<file path="config.mk">
export PLATFORM = sky130hd
export DESIGN_NAME = arbTop
export DESIGN_NICKNAME = d
export VERILOG_FILES = /design/src/verilog/arbPkg.sv /design/src/verilog/arbRegs.sv /design/src/verilog/arbTop.sv /design/src/verilog/reqFilter.sv /design/src/verilog/rrArbiter.sv
export SDC_FILE = /design/constraint.sdc
export NUM_CORES = 1
export LEC_CHECK = 0
export ABC_AREA = 1
export ABC_CLOCK_PERIOD_IN_PS = 2350
export CAP_MARGIN = 20
export CORE_ASPECT_RATIO = 2
export CORE_MARGIN = 8
export CORE_UTILIZATION = 50
export CTS_CLUSTER_SIZE = 24
export DETAILED_ROUTE_END_ITERATION = 10
export DONT_BUFFER_PORTS = 1
export GPL_ROUTABILITY_DRIVEN = 0
export PLACE_DENSITY = 0.63
export SYNTH_ARGS = -nofsm -noshare
export SYNTH_HDL_FRONTEND = slang
export SYNTH_SLANG_ARGS = --single-unit
</file>
<file path="constraint.sdc">
create_clock -name AClkB -period 2.35 [get_ports AClkB]
set_input_delay 0.3525 -clock AClkB [delete_from_list [all_inputs] [get_ports AClkB]]
set_output_delay 0.3525 -clock AClkB [all_outputs]
set_load 0.01 [all_outputs]
</file>
<file path="src/verilog/arbPkg.sv">
`default_nettype none

package arbPkg;

  // Requester count and derived widths
  localparam int unsigned NumLines    = 8;
  localparam int unsigned IdxWidth    = 3;
  localparam int unsigned FilterDepth = 4;

  // APB geometry
  localparam int unsigned ApbAddrWidth = 8;
  localparam int unsigned ApbDataWidth = 32;

  // Register offsets
  localparam logic [ApbAddrWidth-1:0] AddrMask   = 8'h00;
  localparam logic [ApbAddrWidth-1:0] AddrStatus = 8'h04;

  // One bit per requester
  typedef logic [NumLines-1:0] lineVecT;

  // All lines enabled out of reset
  localparam lineVecT MaskReset = '1;

  typedef struct packed {
    logic                    sel;
    logic                    enable;
    logic                    write;
    logic [ApbAddrWidth-1:0] addr;
    logic [ApbDataWidth-1:0] wdata;
  } apbReqT;

  typedef struct packed {
    logic [ApbDataWidth-1:0] rdata;
    logic                    ready;
    logic                    slverr;
  } apbRspT;

  typedef struct packed {
    lineVecT             grant;
    logic [IdxWidth-1:0] grantIdx;
    logic                grantValid;
  } arbStatusT;

endpackage

`default_nettype wire

</file>
<file path="src/verilog/arbRegs.sv">
`timescale 1ns/1ns
`default_nettype none

module arbRegs
  import arbPkg::*;
(
  input  logic      AClkB,
  input  logic      AResetBN,
  input  apbReqT    apbReq,
  output apbRspT    apbRsp,
  input  arbStatusT arbStatus,
  input  lineVecT   reqFilt,
  output lineVecT   enableMask
);

  // Status register layout, MSB first
  typedef struct packed {
    logic [7:0]          rsvdHi;
    lineVecT             reqFilt;
    logic [3:0]          rsvdMid;
    logic                grantValid;
    logic [IdxWidth-1:0] grantIdx;
    lineVecT             grant;
  } statusWordT;

  logic                    apbSetup;
  logic                    apbAccess;
  logic                    hitMask;
  logic                    hitStatus;
  logic                    accessErr;
  logic                    wrMask;
  statusWordT              statusWord;
  logic [ApbDataWidth-1:0] readData;

  assign apbSetup  = apbReq.sel & ~apbReq.enable;
  assign apbAccess = apbReq.sel & apbReq.enable;

  // Address decode
  assign hitMask   = (apbReq.addr == AddrMask);
  assign hitStatus = (apbReq.addr == AddrStatus);

  // Unmapped offsets and status writes are refused
  assign accessErr = ~(hitMask | hitStatus) | (hitStatus & apbReq.write);
  assign wrMask    = apbAccess & apbReq.write & hitMask;

  always_ff @(posedge AClkB or negedge AResetBN)
  begin
    if (!AResetBN)
    begin
      enableMask <= MaskReset;
    end
    else if (wrMask)
    begin
      enableMask <= apbReq.wdata[NumLines-1:0];
    end
  end

  always_comb
  begin
    statusWord            = '0;
    statusWord.grant      = arbStatus.grant;
    statusWord.grantIdx   = arbStatus.grantIdx;
    statusWord.grantValid = arbStatus.grantValid;
    statusWord.reqFilt    = reqFilt;
  end

  // Read data only during a read access cycle
  always_comb
  begin
    readData = '0;
    if (apbAccess && !apbReq.write)
    begin
      if (hitMask)
      begin
        readData = ApbDataWidth'(enableMask);
      end
      else if (hitStatus)
      begin
        readData = statusWord;
      end
    end
  end

  // No wait states
  assign apbRsp = '{rdata: readData, ready: 1'b1, slverr: apbAccess & accessErr};

  assert property (@(posedge AClkB) disable iff (!AResetBN)
    $rose(apbReq.enable) |-> apbReq.sel)
  else
    $error("APB enable rose while sel was low");

  // Every access cycle follows its own setup cycle
  assert property (@(posedge AClkB) disable iff (!AResetBN)
    apbAccess |-> $past(apbSetup))
  else
    $error("APB access cycle without a preceding setup cycle");

endmodule

`default_nettype wire

</file>
<file path="src/verilog/arbTop.sv">
`timescale 1ns/1ns
`default_nettype none

module arbTop
  import arbPkg::*;
(
  input  logic    AClkB,
  input  logic    AResetBN,
  input  lineVecT reqRaw,
  input  apbReqT  apbReq,
  output apbRspT  apbRsp,
  output lineVecT grant
);

  lineVecT   reqFilt;
  lineVecT   reqMasked;
  lineVecT   enableMask;
  arbStatusT arbStatus;

  reqFilter uReqFilter
  (
    .AClkB    (AClkB),
    .AResetBN (AResetBN),
    .reqRaw   (reqRaw),
    .reqFilt  (reqFilt)
  );

  // Software enable gate
  assign reqMasked = reqFilt & enableMask;

  rrArbiter uRrArbiter
  (
    .AClkB     (AClkB),
    .AResetBN  (AResetBN),
    .reqMasked (reqMasked),
    .grant     (grant),
    .arbStatus (arbStatus)
  );

  arbRegs uArbRegs
  (
    .AClkB      (AClkB),
    .AResetBN   (AResetBN),
    .apbReq     (apbReq),
    .apbRsp     (apbRsp),
    .arbStatus  (arbStatus),
    .reqFilt    (reqFilt),
    .enableMask (enableMask)
  );

endmodule

`default_nettype wire

</file>
<file path="src/verilog/reqFilter.sv">
`timescale 1ns/1ns
`default_nettype none

module reqFilter
  import arbPkg::*;
(
  input  logic    AClkB,
  input  logic    AResetBN,
  input  lineVecT reqRaw,
  output lineVecT reqFilt
);

  // Newest sample sits in bit 0 of each line
  logic [NumLines-1:0][FilterDepth-1:0] sampleHist;
  lineVecT histOnes;
  lineVecT histZeros;

  always_ff @(posedge AClkB or negedge AResetBN)
  begin
    if (!AResetBN)
    begin
      sampleHist <= '0;
    end
    else
    begin
      for (int i = 0; i < NumLines; i++)
      begin
        sampleHist[i] <= {sampleHist[i][FilterDepth-2:0], reqRaw[i]};
      end
    end
  end

  // Uniform window detection per line
  always_comb
  begin
    for (int i = 0; i < NumLines; i++)
    begin
      histOnes[i]  = &sampleHist[i];
      histZeros[i] = ~|sampleHist[i];
    end
  end

  // Set on a full window of ones, clear on a full window of zeros, else hold
  always_ff @(posedge AClkB or negedge AResetBN)
  begin
    if (!AResetBN)
    begin
      reqFilt <= '0;
    end
    else
    begin
      reqFilt <= histOnes | (reqFilt & ~histZeros);
    end
  end

  // Any change of a filtered line must come from a settled window
  assert property (@(posedge AClkB) disable iff (!AResetBN)
    ((reqFilt ^ $past(reqFilt)) & ~$past(histOnes | histZeros)) == '0)
  else
    $error("reqFilt moved on a line whose sample window was mixed");

endmodule

`default_nettype wire

</file>
<file path="src/verilog/rrArbiter.sv">
`timescale 1ns/1ns
`default_nettype none

module rrArbiter
  import arbPkg::*;
(
  input  logic      AClkB,
  input  logic      AResetBN,
  input  lineVecT   reqMasked,
  output lineVecT   grant,
  output arbStatusT arbStatus
);

  lineVecT             prioPtr;
  lineVecT             ptrNext;
  lineVecT             reqRot;
  lineVecT             lowerSeen;
  lineVecT             reqFirst;
  lineVecT             grantNext;
  logic                reqAny;
  logic                holdGrant;
  logic [IdxWidth-1:0] grantIdx;

  // Rotate requests down so the pointer line lands on bit 0
  always_comb
  begin
    reqRot = '0;
    for (int r = 0; r < NumLines; r++)
    begin
      for (int j = 0; j < NumLines; j++)
      begin
        reqRot[j] = reqRot[j] | (prioPtr[r] & reqMasked[(j + r) % NumLines]);
      end
    end
  end

  // Keep only the lowest set bit of the rotated vector
  always_comb
  begin
    lowerSeen[0] = reqRot[0];
    for (int j = 1; j < NumLines; j++)
    begin
      lowerSeen[j] = reqRot[j] | lowerSeen[j-1];
    end
  end

  assign reqFirst = reqRot & ~{lowerSeen[NumLines-2:0], 1'b0};

  // Rotate the winner back into line order
  always_comb
  begin
    grantNext = '0;
    for (int r = 0; r < NumLines; r++)
    begin
      for (int j = 0; j < NumLines; j++)
      begin
        grantNext[(j + r) % NumLines] = grantNext[(j + r) % NumLines] |
                                        (prioPtr[r] & reqFirst[j]);
      end
    end
  end

  // Pointer freezes while the current holder still requests
  assign reqAny    = |reqMasked;
  assign holdGrant = |(reqMasked & grant);
  assign ptrNext   = (reqAny && !holdGrant) ?
                     {prioPtr[NumLines-2:0], prioPtr[NumLines-1]} : prioPtr;

  always_ff @(posedge AClkB or negedge AResetBN)
  begin
    if (!AResetBN)
    begin
      prioPtr <= lineVecT'(1);
      grant   <= '0;
    end
    else
    begin
      prioPtr <= ptrNext;
      grant   <= grantNext;
    end
  end

  // Index of the registered grant, one-hot input
  always_comb
  begin
    grantIdx = '0;
    for (int i = 0; i < NumLines; i++)
    begin
      if (grant[i])
      begin
        grantIdx = grantIdx | IdxWidth'(i);
      end
    end
  end

  assign arbStatus = '{grant: grant, grantIdx: grantIdx, grantValid: |grant};

  assert property (@(posedge AClkB) disable iff (!AResetBN) $onehot0(grant))
  else
    $error("grant is not one-hot: %b", grant);

  assert property (@(posedge AClkB) disable iff (!AResetBN) $onehot(prioPtr))
  else
    $error("priority pointer lost its one-hot form: %b", prioPtr);

  // A grant always answers last cycle's request
  assert property (@(posedge AClkB) disable iff (!AResetBN)
    (grant & ~$past(reqMasked)) == '0)
  else
    $error("grant %b given to a line that was not requesting", grant);

endmodule

`default_nettype wire
</file>
# Yosys cells after proc, flatten, opt, wreduce, memory -nomap -nowiden
# Cells that the tools add are included.
# classes
n_bitwise	261
n_eq_ne	1
mux	10
reduce_logical	32
# ops
operator	count
$and A1 B1 Y1	133
$or A1 B1 Y1	120
$mux W32	2
$and A8 B8 Y8	4
$reduce_and A4 Y1	8
$reduce_or A4 Y1	8
$mux W24	1
$reduce_or A8 Y1	3
$not A8 Y8	2
$mux W3	4
$logic_not A1 Y1	10
$eq A8 B3 Y1 const B	1
$logic_not A8 Y1	1
$or A8 B8 Y8	1
$mux W2	2
$logic_and A1 B1 Y1	2
$mux W1	1
$not A1 Y1	1
# totals
output_inout_bits	42
elab_cells	316
ff_bits	64
inputBits	53

# Depth between registers and ports, before layout
# Gate-level depths: netlist (run 1).
# depth
ltp_word	25
mapped_depth	12
ltp_nobuf	11

# Hierarchy
# From an unflattened synthesis (run 1), not the netlist that was laid out.
# hier_totals
hier_cells	550
area_unflattened_um2	4057.6
# by_module_without_submodules
mod	cells_each	instances	area_per_inst_um2	seq_area_each_um2
rrArbiter	314	1	1959.4	401.6
reqFilter	88	1	1201.2	1001.0
arbRegs	132	1	837.1	210.2
arbTop	16	1	60.1	0.0

# Worst setup path after synthesis (run 1)
# OpenSTA, ideal clock, no wires.
# synth_timing
path_type	reg2reg
startpoint	register uArbRegs.enableMask[2]
endpoint	register uRrArbiter.grant[1]
path_stages_with_launch	12
required_ns	2.220
arrival_time_ns	1.577
n_path_buf	2
synth_period_minus_slack_ns	1.707
setup_ns	0.130
path_slack_ns	0.643
cell_sequence	dfstp_2 buf_2 nand2_1 o21ai_0 inv_1 nand2_1 nor2_2 buf_4 nand4_2 nor2_1 nor2_1 nand4_1
# synth_between
elab_chain_len	24
elab_cells_between_ends	67
cone_classes	bitwise (67)
# synth_rtl
item	line_no	rtl
start: declaration	arbRegs.sv:13	output lineVecT enableMask
start signal: assignment	arbRegs.sv:50	enableMask <= MaskReset;
start signal: assignment	arbRegs.sv:54	enableMask <= apbReq.wdata[NumLines-1:0];
$and A8 B8 Y8 *	arbTop.sv:29	assign reqMasked = reqFilt & enableMask;
$and A1 B1 Y1	rrArbiter.sv:32	reqRot[j] = reqRot[j] | (prioPtr[r] & reqMasked[(j + r) % NumLines]);
$or A1 B1 Y1 (7 in series)	rrArbiter.sv:32	
$or A1 B1 Y1 (6 in series)	rrArbiter.sv:43	lowerSeen[j] = reqRot[j] | lowerSeen[j-1];
$not A8 Y8	rrArbiter.sv:47	assign reqFirst = reqRot & ~{lowerSeen[NumLines-2:0], 1'b0};
$and A8 B8 Y8 *	rrArbiter.sv:47	
$and A1 B1 Y1	rrArbiter.sv:58	(prioPtr[r] & reqFirst[j]);
$or A1 B1 Y1 (5 in series)	rrArbiter.sv:57	grantNext[(j + r) % NumLines] = grantNext[(j + r) % NumLines] |
$or A1 B1 Y1 *	rrArbiter.sv:57	
via uRrArbiter.grantNext[1]	rrArbiter.sv:19	lineVecT grantNext;
end signal: assignment	rrArbiter.sv:79	grant <= grantNext;
end: declaration	rrArbiter.sv:10	output lineVecT grant,
# Mark *: on every way through the listed nets, which the timed path passes. The rest lies on a longest branch.
# A chain may end at the register's enable or synchronous reset.

# Worst setup path in the final report (run 1)
# layout_timing
startpoint	register uRrArbiter.prioPtr[7]
endpoint	register uRrArbiter.grant[2]
# layout_between
elab_chain_len	16
elab_cells_between_ends	39
cone_classes	bitwise (39)
# layout_rtl
item	line_no	rtl
start: declaration	rrArbiter.sv:14	lineVecT prioPtr;
start signal: assignment	rrArbiter.sv:73	prioPtr <= lineVecT'(1);
start signal: assignment	rrArbiter.sv:78	prioPtr <= ptrNext;
$and A1 B1 Y1	rrArbiter.sv:32	
$or A1 B1 Y1	rrArbiter.sv:32	
$or A1 B1 Y1 (6 in series)	rrArbiter.sv:43	
$not A8 Y8	rrArbiter.sv:47	
$and A8 B8 Y8	rrArbiter.sv:47	
$and A1 B1 Y1	rrArbiter.sv:58	
$or A1 B1 Y1 (4 in series)	rrArbiter.sv:57	
$or A1 B1 Y1 *	rrArbiter.sv:57	
via uRrArbiter.grantNext[2]	rrArbiter.sv:19	
# Marks and branches as above.

==> results.cfg, run 1 <==
[power_and_ir_drop]
power_density_mw_per_mm2 = 623
pwr-share-clk_pct = 46.6
switching_power_mw = 0.627
comb_power_share_pct = 4.0
p_seq_share_pct = 49.4
peakVddDrop_mv = 0.540
p_leak_nw = 1.73
intPower_mw = 1.91
switching_share_pct = 24.8

[setup_path]
cp-end-kind = register
timing.rr.end = uRrArbiter.grant[2]$_DFF_PN0_
startpoint = uRrArbiter.prioPtr[7]$_DFFE_PN0P_
path_buf_inv = 0
r2r-start = uRrArbiter.prioPtr[7]$_DFFE_PN0P_
r2r_cells = 9
worst_setup_path_start_kind = register
path_max_fanout = 18
crit_top_cell = nand3_1
worstSetupEndpoint = uRrArbiter.grant[2]$_DFF_PN0_
required_ns = 2.61
cp_top_family = simple AND/OR/NAND/NOR gates
path_cells = nand3_1 > nand2_1 > nor2_2 > nand2_4 > nor2_8 > nand4_4 > nor2_4 > nand3_1 > nand4_1
r2r_slack_ns = 0.34
max_stage_delay_ns = 0.51
crit_arrival_ns = 2.27
path_depth = 9
slowest_stage = dfrtp_1
setup.worst_path.class = reg -> reg

[global_route]
first_global_vias = 3124
track_usage_pct = 19.0
grt_first_pass_wirelength_mm = 16.3
antenna_found_initial = 0
grt_max_degree = 65
grt_overflow = 0

[synthesis]
yosysMostFrequentCell = nand3_1
synth_top_area_share_pct = 36.6
postSynthCellCount = 462
synth_compound_area_share_pct = 9.99
ys_seq_area_share_pct = 42.9
synth_adder_area_share_pct = 0
synthSimpleGateAreaFrac_pct = 33.3
synth_top_family_by_area = simple AND/OR/NAND/NOR gates
yosysWarnings = 0
synth_top_flop_cell = dfrtp_1
synth_top_area_cell = dfrtp_1
synth_top_cells_by_count = nand3_1, inv_1, nand2_1
syn_area_mm2 = 0.00376
yosysUniqueCellTypes = 36
synth_xor_area_share_pct = 0
synth_edf_count = 0
ys_top_cells_by_area = dfrtp_1, nand3_1, inv_1
synth_area_per_cell_um2 = 8.14
async_flop_share_pct = 100
synthMuxAreaShare_pct = 0
ys_ff_latch = 64

[timing]
fin_crit_ns = 2.01
worst_pin_slew_ns = 0.690
tns_ns = 0
slew_violations = 0
fin_worst_skew_ns = 0.00897
whs_ns = 0.0464
rsz0062_at_grt = no
setup_ws_ns = 0.336
setup_violations = 0
finalHoldViolCount = 0
final.period_utilization_pct = 85.7
slew_headroom_pct = 54.0
max_freq_mhz = 496

[outcome]
outcome = finished, final reports clean

[cts]
clock_latency_ns = 0.33
cts_resized = 0
cts.root.buffer_cell = clkbuf_16
htree_levels = 3
cts-buffers-inserted = 9
cts_tree = yes
post-cts-setup-buffer-count = 0
clkTransAtPathRegs_ns = 0.05
clock_path_buffers = 2
ctsHoldBuffers = 2
cts.sinks = 64

[placement]
port-buffer-count = 0
pre_cts_slack_ns = 0.361
dp_hpwl_mm = 6.91

[cells_and_area]
n_antenna_cell = 0
drive_above_1_share_pct = 14.5
area_delta_synth_final_pct = 8.06
fillerInstances = 702
nets = 518

[floorplan]
io-pin-count = 95
fp.dieW_um = 77.3
initial_utilization_pct = 50.6
core_area_mm2 = 0.00743
num_rows = 45
die_h_um = 139
dieArea_mm2 = 0.0107

[drt]
via_count = 3222
wl_per_cell_um = 17.1
drtAntennaViolNets = 0
drc_errors = 0
firstDrtPassIters = 5
vias_per_cell = 5.71
wl_mm = 9.65
drt_iter0_drc = 227

[hold_path]
min_path_type = in -> reg

[job]
drv_cap = 0
worst min path at each step:
| stage | from | endpoint | slack (ns) | depth (start not counted) |
|---|---|---|---|---|
| floorplan | AResetBN | uReqFilter.reqFilt[0]$_DFF_PN0_ | 0.06 | 0 |
| global placement | AResetBN | uReqFilter.sampleHist[6]$_DFF_PN0_ | 0.06 | 0 |
| detailed placement | AResetBN | uReqFilter.sampleHist[6]$_DFF_PN0_ | 0.06 | 0 |
| CTS | reqRaw[6] | uReqFilter.sampleHist[24]$_DFF_PN0_ | 0.03 | 0 |
| global route | reqRaw[7] | uReqFilter.sampleHist[28]$_DFF_PN0_ | 0.03 | 0 |
| finish | reqRaw[2] | uReqFilter.sampleHist[8]$_DFF_PN0_ | 0.05 | 0 |
stage by stage:
stage | instances | util, % | cell area (um^2) | power (mW)
floorplan | 473 | - | 3800 | 1.32
global placement | 546 | 50.6 | 3760 | 1.34
detailed placement | 546 | 50.6 | 3760 | 1.34
CTS | 564 | 54.6 | 4060 | 2.56
global route | 564 | 54.6 | 4060 | 2.64
finish | 564 | 54.6 | 4060 | 2.53
power by group through the flow:
stage | registers, mW | clock network (mW) | logic [mW]
after floorplan | 1.23 | 0 | 0.0947
after global placement | 1.27 | 0 | 0.0730
after detailed placement | 1.27 | 0 | 0.0728
after CTS | 1.25 | 1.21 | 0.102
after global routing | 1.26 | 1.26 | 0.118
final | 1.25 | 1.18 | 0.101
sequential cells by signal, indices dropped and copies added (netlist names):
signal	cells
uRrArbiter.grant	8
uArbRegs.enableMask	8
uRrArbiter.prioPtr	8
uReqFilter.reqFilt	8
uReqFilter.sampleHist	32
final cells by class:
cell class	instances	area (um^2)	area share, %
Clock buffer	11	233	5.73
Tap cell	94	118	2.90
Clock inverter	5	33.8	0.832
Sequential cell	64	1610	39.7
Timing Repair Buffer	17	150	3.70
Multi-Input combinational cell	309	1670	41.2
Inverter	64	240	5.91
logic make-up (layout without fill, tap and decap cells):
group,count (synthesis),count (layout)
simple gates,240,240
buf+inv,100,97
flops,64,64
compound gates,56,56
other cells,2,13
worst register-to-register path, delay by kind of cell, from the launching register on:
family / cells / cell delay [ns]
flops: 1 / 0.51
simple gates: 9 / 1.42
cell usage in the layout (no fill, tap or decap), types with 3 or more instances in the layout:
| cell type | count |
|---|---|
| nand3_1 | 86 |
| inv_1 | 64 |
| nand2_1 | 61 |
| dfrtp_1 | 55 |
| nor2_1 | 33 |
| nand4_1 | 28 |
| o21ai_0 | 19 |
| buf_4 | 15 |
| conb_1 | 13 |
| o22ai_1 | 11 |
| nor4_1 | 10 |
| clkbuf_16 | 9 |
| dfstp_2 | 9 |
| o32ai_1 | 8 |
| o21ai_2 | 8 |
| nor2_2 | 6 |
| nand3_2 | 3 |
| nand2_2 | 3 |
| o21ai_1 | 3 |
layer usage:
metal  GRT usage [%]  part of all wire, %
met1            23.3                   42
met2            30.1                   48
met3            5.06                  7.3
met4            8.42                  2.7
met5               0                    0
Power figures use the tool's default switching activity.
==> inputs of run 2 (changes only) <==
--- a/config.mk
+++ b/config.mk
@@ -16,6 +16,7 @@
 export DONT_BUFFER_PORTS = 1
 export GPL_ROUTABILITY_DRIVEN = 0
 export PLACE_DENSITY = 0.63
+export RECOVER_POWER = 50
 export SYNTH_ARGS = -nofsm -noshare
 export SYNTH_HDL_FRONTEND = slang
 export SYNTH_SLANG_ARGS = --single-unit
==> run 2 against run 1 <==
Net effect: the flow now finishes with violations (max-capacitance violations, max-slew violations); count of clock-buffer cells in the layout unchanged; die area unchanged; setup slack got worse by 0.024 ns; non-clock buffer count is the same; critical path type unchanged; critical endpoint unchanged.
==> results.cfg, run 2 (same netlist as run 1, synthesis figures left out) <==
[outcome]
outcome = complete, but fails checks
violations = max-capacitance violations, max-slew violations

[cells_and_area]
area_delta_synth_final_pct = 7.46
n_antenna_cell = 0
mostFrequentLayoutCells = nand3_1, inv_1, nand2_1
final_cells = 564
final_common_cell = nand3_1
largest_reg_flops = 32
drive_above_1_share_pct = 14.5
nets = 518
top_register = uReqFilter.sampleHist

[timing]
slew_headroom_pct = -0.984
worst_pin_slew_ns = 1.51
max_freq_mhz = 491
final.period_utilization_pct = 86.7
tns_ns = 0
fin_worst_skew_ns = 0.00926
fin_crit_ns = 2.04
rsz0062_at_grt = no
finalHoldViolCount = 0
slew_violations = 65
setup_violations = 0

[power_and_ir_drop]
p_leak_nw = 1.72
power_density_mw_per_mm2 = 625
peakVddDrop_mv = 0.541

[job]
drv_cap = 1

[global_route]
first_global_vias = 3124
grt_overflow = 0
antenna_found_initial = 0
track_usage_pct = 19.0
grt_max_degree = 65
grt_first_pass_wirelength_mm = 16.3

[cts]
cts_resized = 0
post-cts-setup-buffer-count = 0
clock_latency_ns = 0.33
cts.sinks = 64
cts.root.buffer_cell = clkbuf_16
htree_levels = 3
cts-buffers-inserted = 9
clkTransAtPathRegs_ns = 0.06
ctsHoldBuffers = 2
cts_tree = yes
clock_path_buffers = 2

[drt]
wl_mm = 9.64
drc_errors = 0
via_count = 3231
vias_per_cell = 5.73
firstDrtPassIters = 5
drt_iter0_drc = 250
wl_per_cell_um = 17.1
drtAntennaViolNets = 0

[floorplan]
num_rows = 45
fp.dieW_um = 77.3
die_h_um = 139
initial_utilization_pct = 50.6
io-pin-count = 95
core_area_mm2 = 0.00743
dieArea_mm2 = 0.0107

[placement]
dp_hpwl_mm = 6.91
port-buffer-count = 0
placedCellCount = 546

[setup_path]
cp-end-kind = register
setup.worst_path.class = reg -> reg
crit_arrival_ns = 2.30
worst_setup_path_start_kind = register
required_ns = 2.61
path_max_fanout = 18

[hold_path]
min_path_type = in -> reg
[run 2: metrics by stage]
step / utilization, % / power [mW] / cell area [um^2] / hold slack, ns / setup WS, ns
floorplan: - / 1.32 / 3800 / 0.0569 / 0.643
global placement: 50.6 / 1.34 / 3760 / 0.0588 / 0.382
detailed placement: 50.6 / 1.34 / 3760 / 0.0591 / 0.361
CTS: 54.6 / 2.56 / 4060 / 0.0341 / 0.337
global route: 54.3 / 2.63 / 4040 / 0.0339 / 0.108
finish: 54.3 / 2.53 / 4040 / 0.0470 / 0.311
[run 2: per-layer routing]
metal,track usage [%],vias up,share of wire (%)
met5,0,-,0
met4,8.42,0,2.6
met3,5.06,23,7.8
met2,30.1,141,48
met1,23.3,1500,42
li1,-,1567,-
[run 2: final cells by class]
cell class                 count  area (um^2)
clock inverter                 5         33.8
clock buffer                  11          233
sequential                    64         1610
tap                           94          118
timing repair buffer          17          128
multi-input combinational    309         1670
inverter                      64          240
fill                         705         3390
[run 2: critical path: stages (launching register included)]
cell and delay [ns]:
dfrtp_1 0.52, nand3_1 0.15, nand2_1 0.07, nor2_2 0.14, nand2_4 0.13, nor2_8 0.28
nand4_4 0.14, nor2_4 0.29, nand3_1 0.13, nand4_1 0.11
[run 2: worst paths after layout]
check | slack, ns | to | from | cells after the start
min in group asynchronous | 0.94 | uReqFilter.sampleHist[1]$_DFF_PN0_ | AResetBN | 2
worst min register to register | 0.40 | uReqFilter.sampleHist[30]$_DFF_PN0_ | uReqFilter.sampleHist[29]$_DFF_PN0_ | 0
worst min-delay path | 0.05 | uReqFilter.sampleHist[8]$_DFF_PN0_ | reqRaw[2] | 0
worst max-delay path | 0.31 | uRrArbiter.grant[2]$_DFF_PN0_ | uRrArbiter.prioPtr[7]$_DFFE_PN0P_ | 9
max in group asynchronous | 0.49 | uRrArbiter.prioPtr[1]$_DFFE_PN0P_ | AResetBN | 2
worst max register to register | 0.31 | uRrArbiter.grant[2]$_DFF_PN0_ | uRrArbiter.prioPtr[7]$_DFFE_PN0P_ | 9
[run 2: report_power, final]
part	switching (mW)	internal, mW	leakage [nW]
combinational	0.0682	0.0277	0.828
sequential	0.0879	1.16	0.770
clock	0.469	0.711	0.127
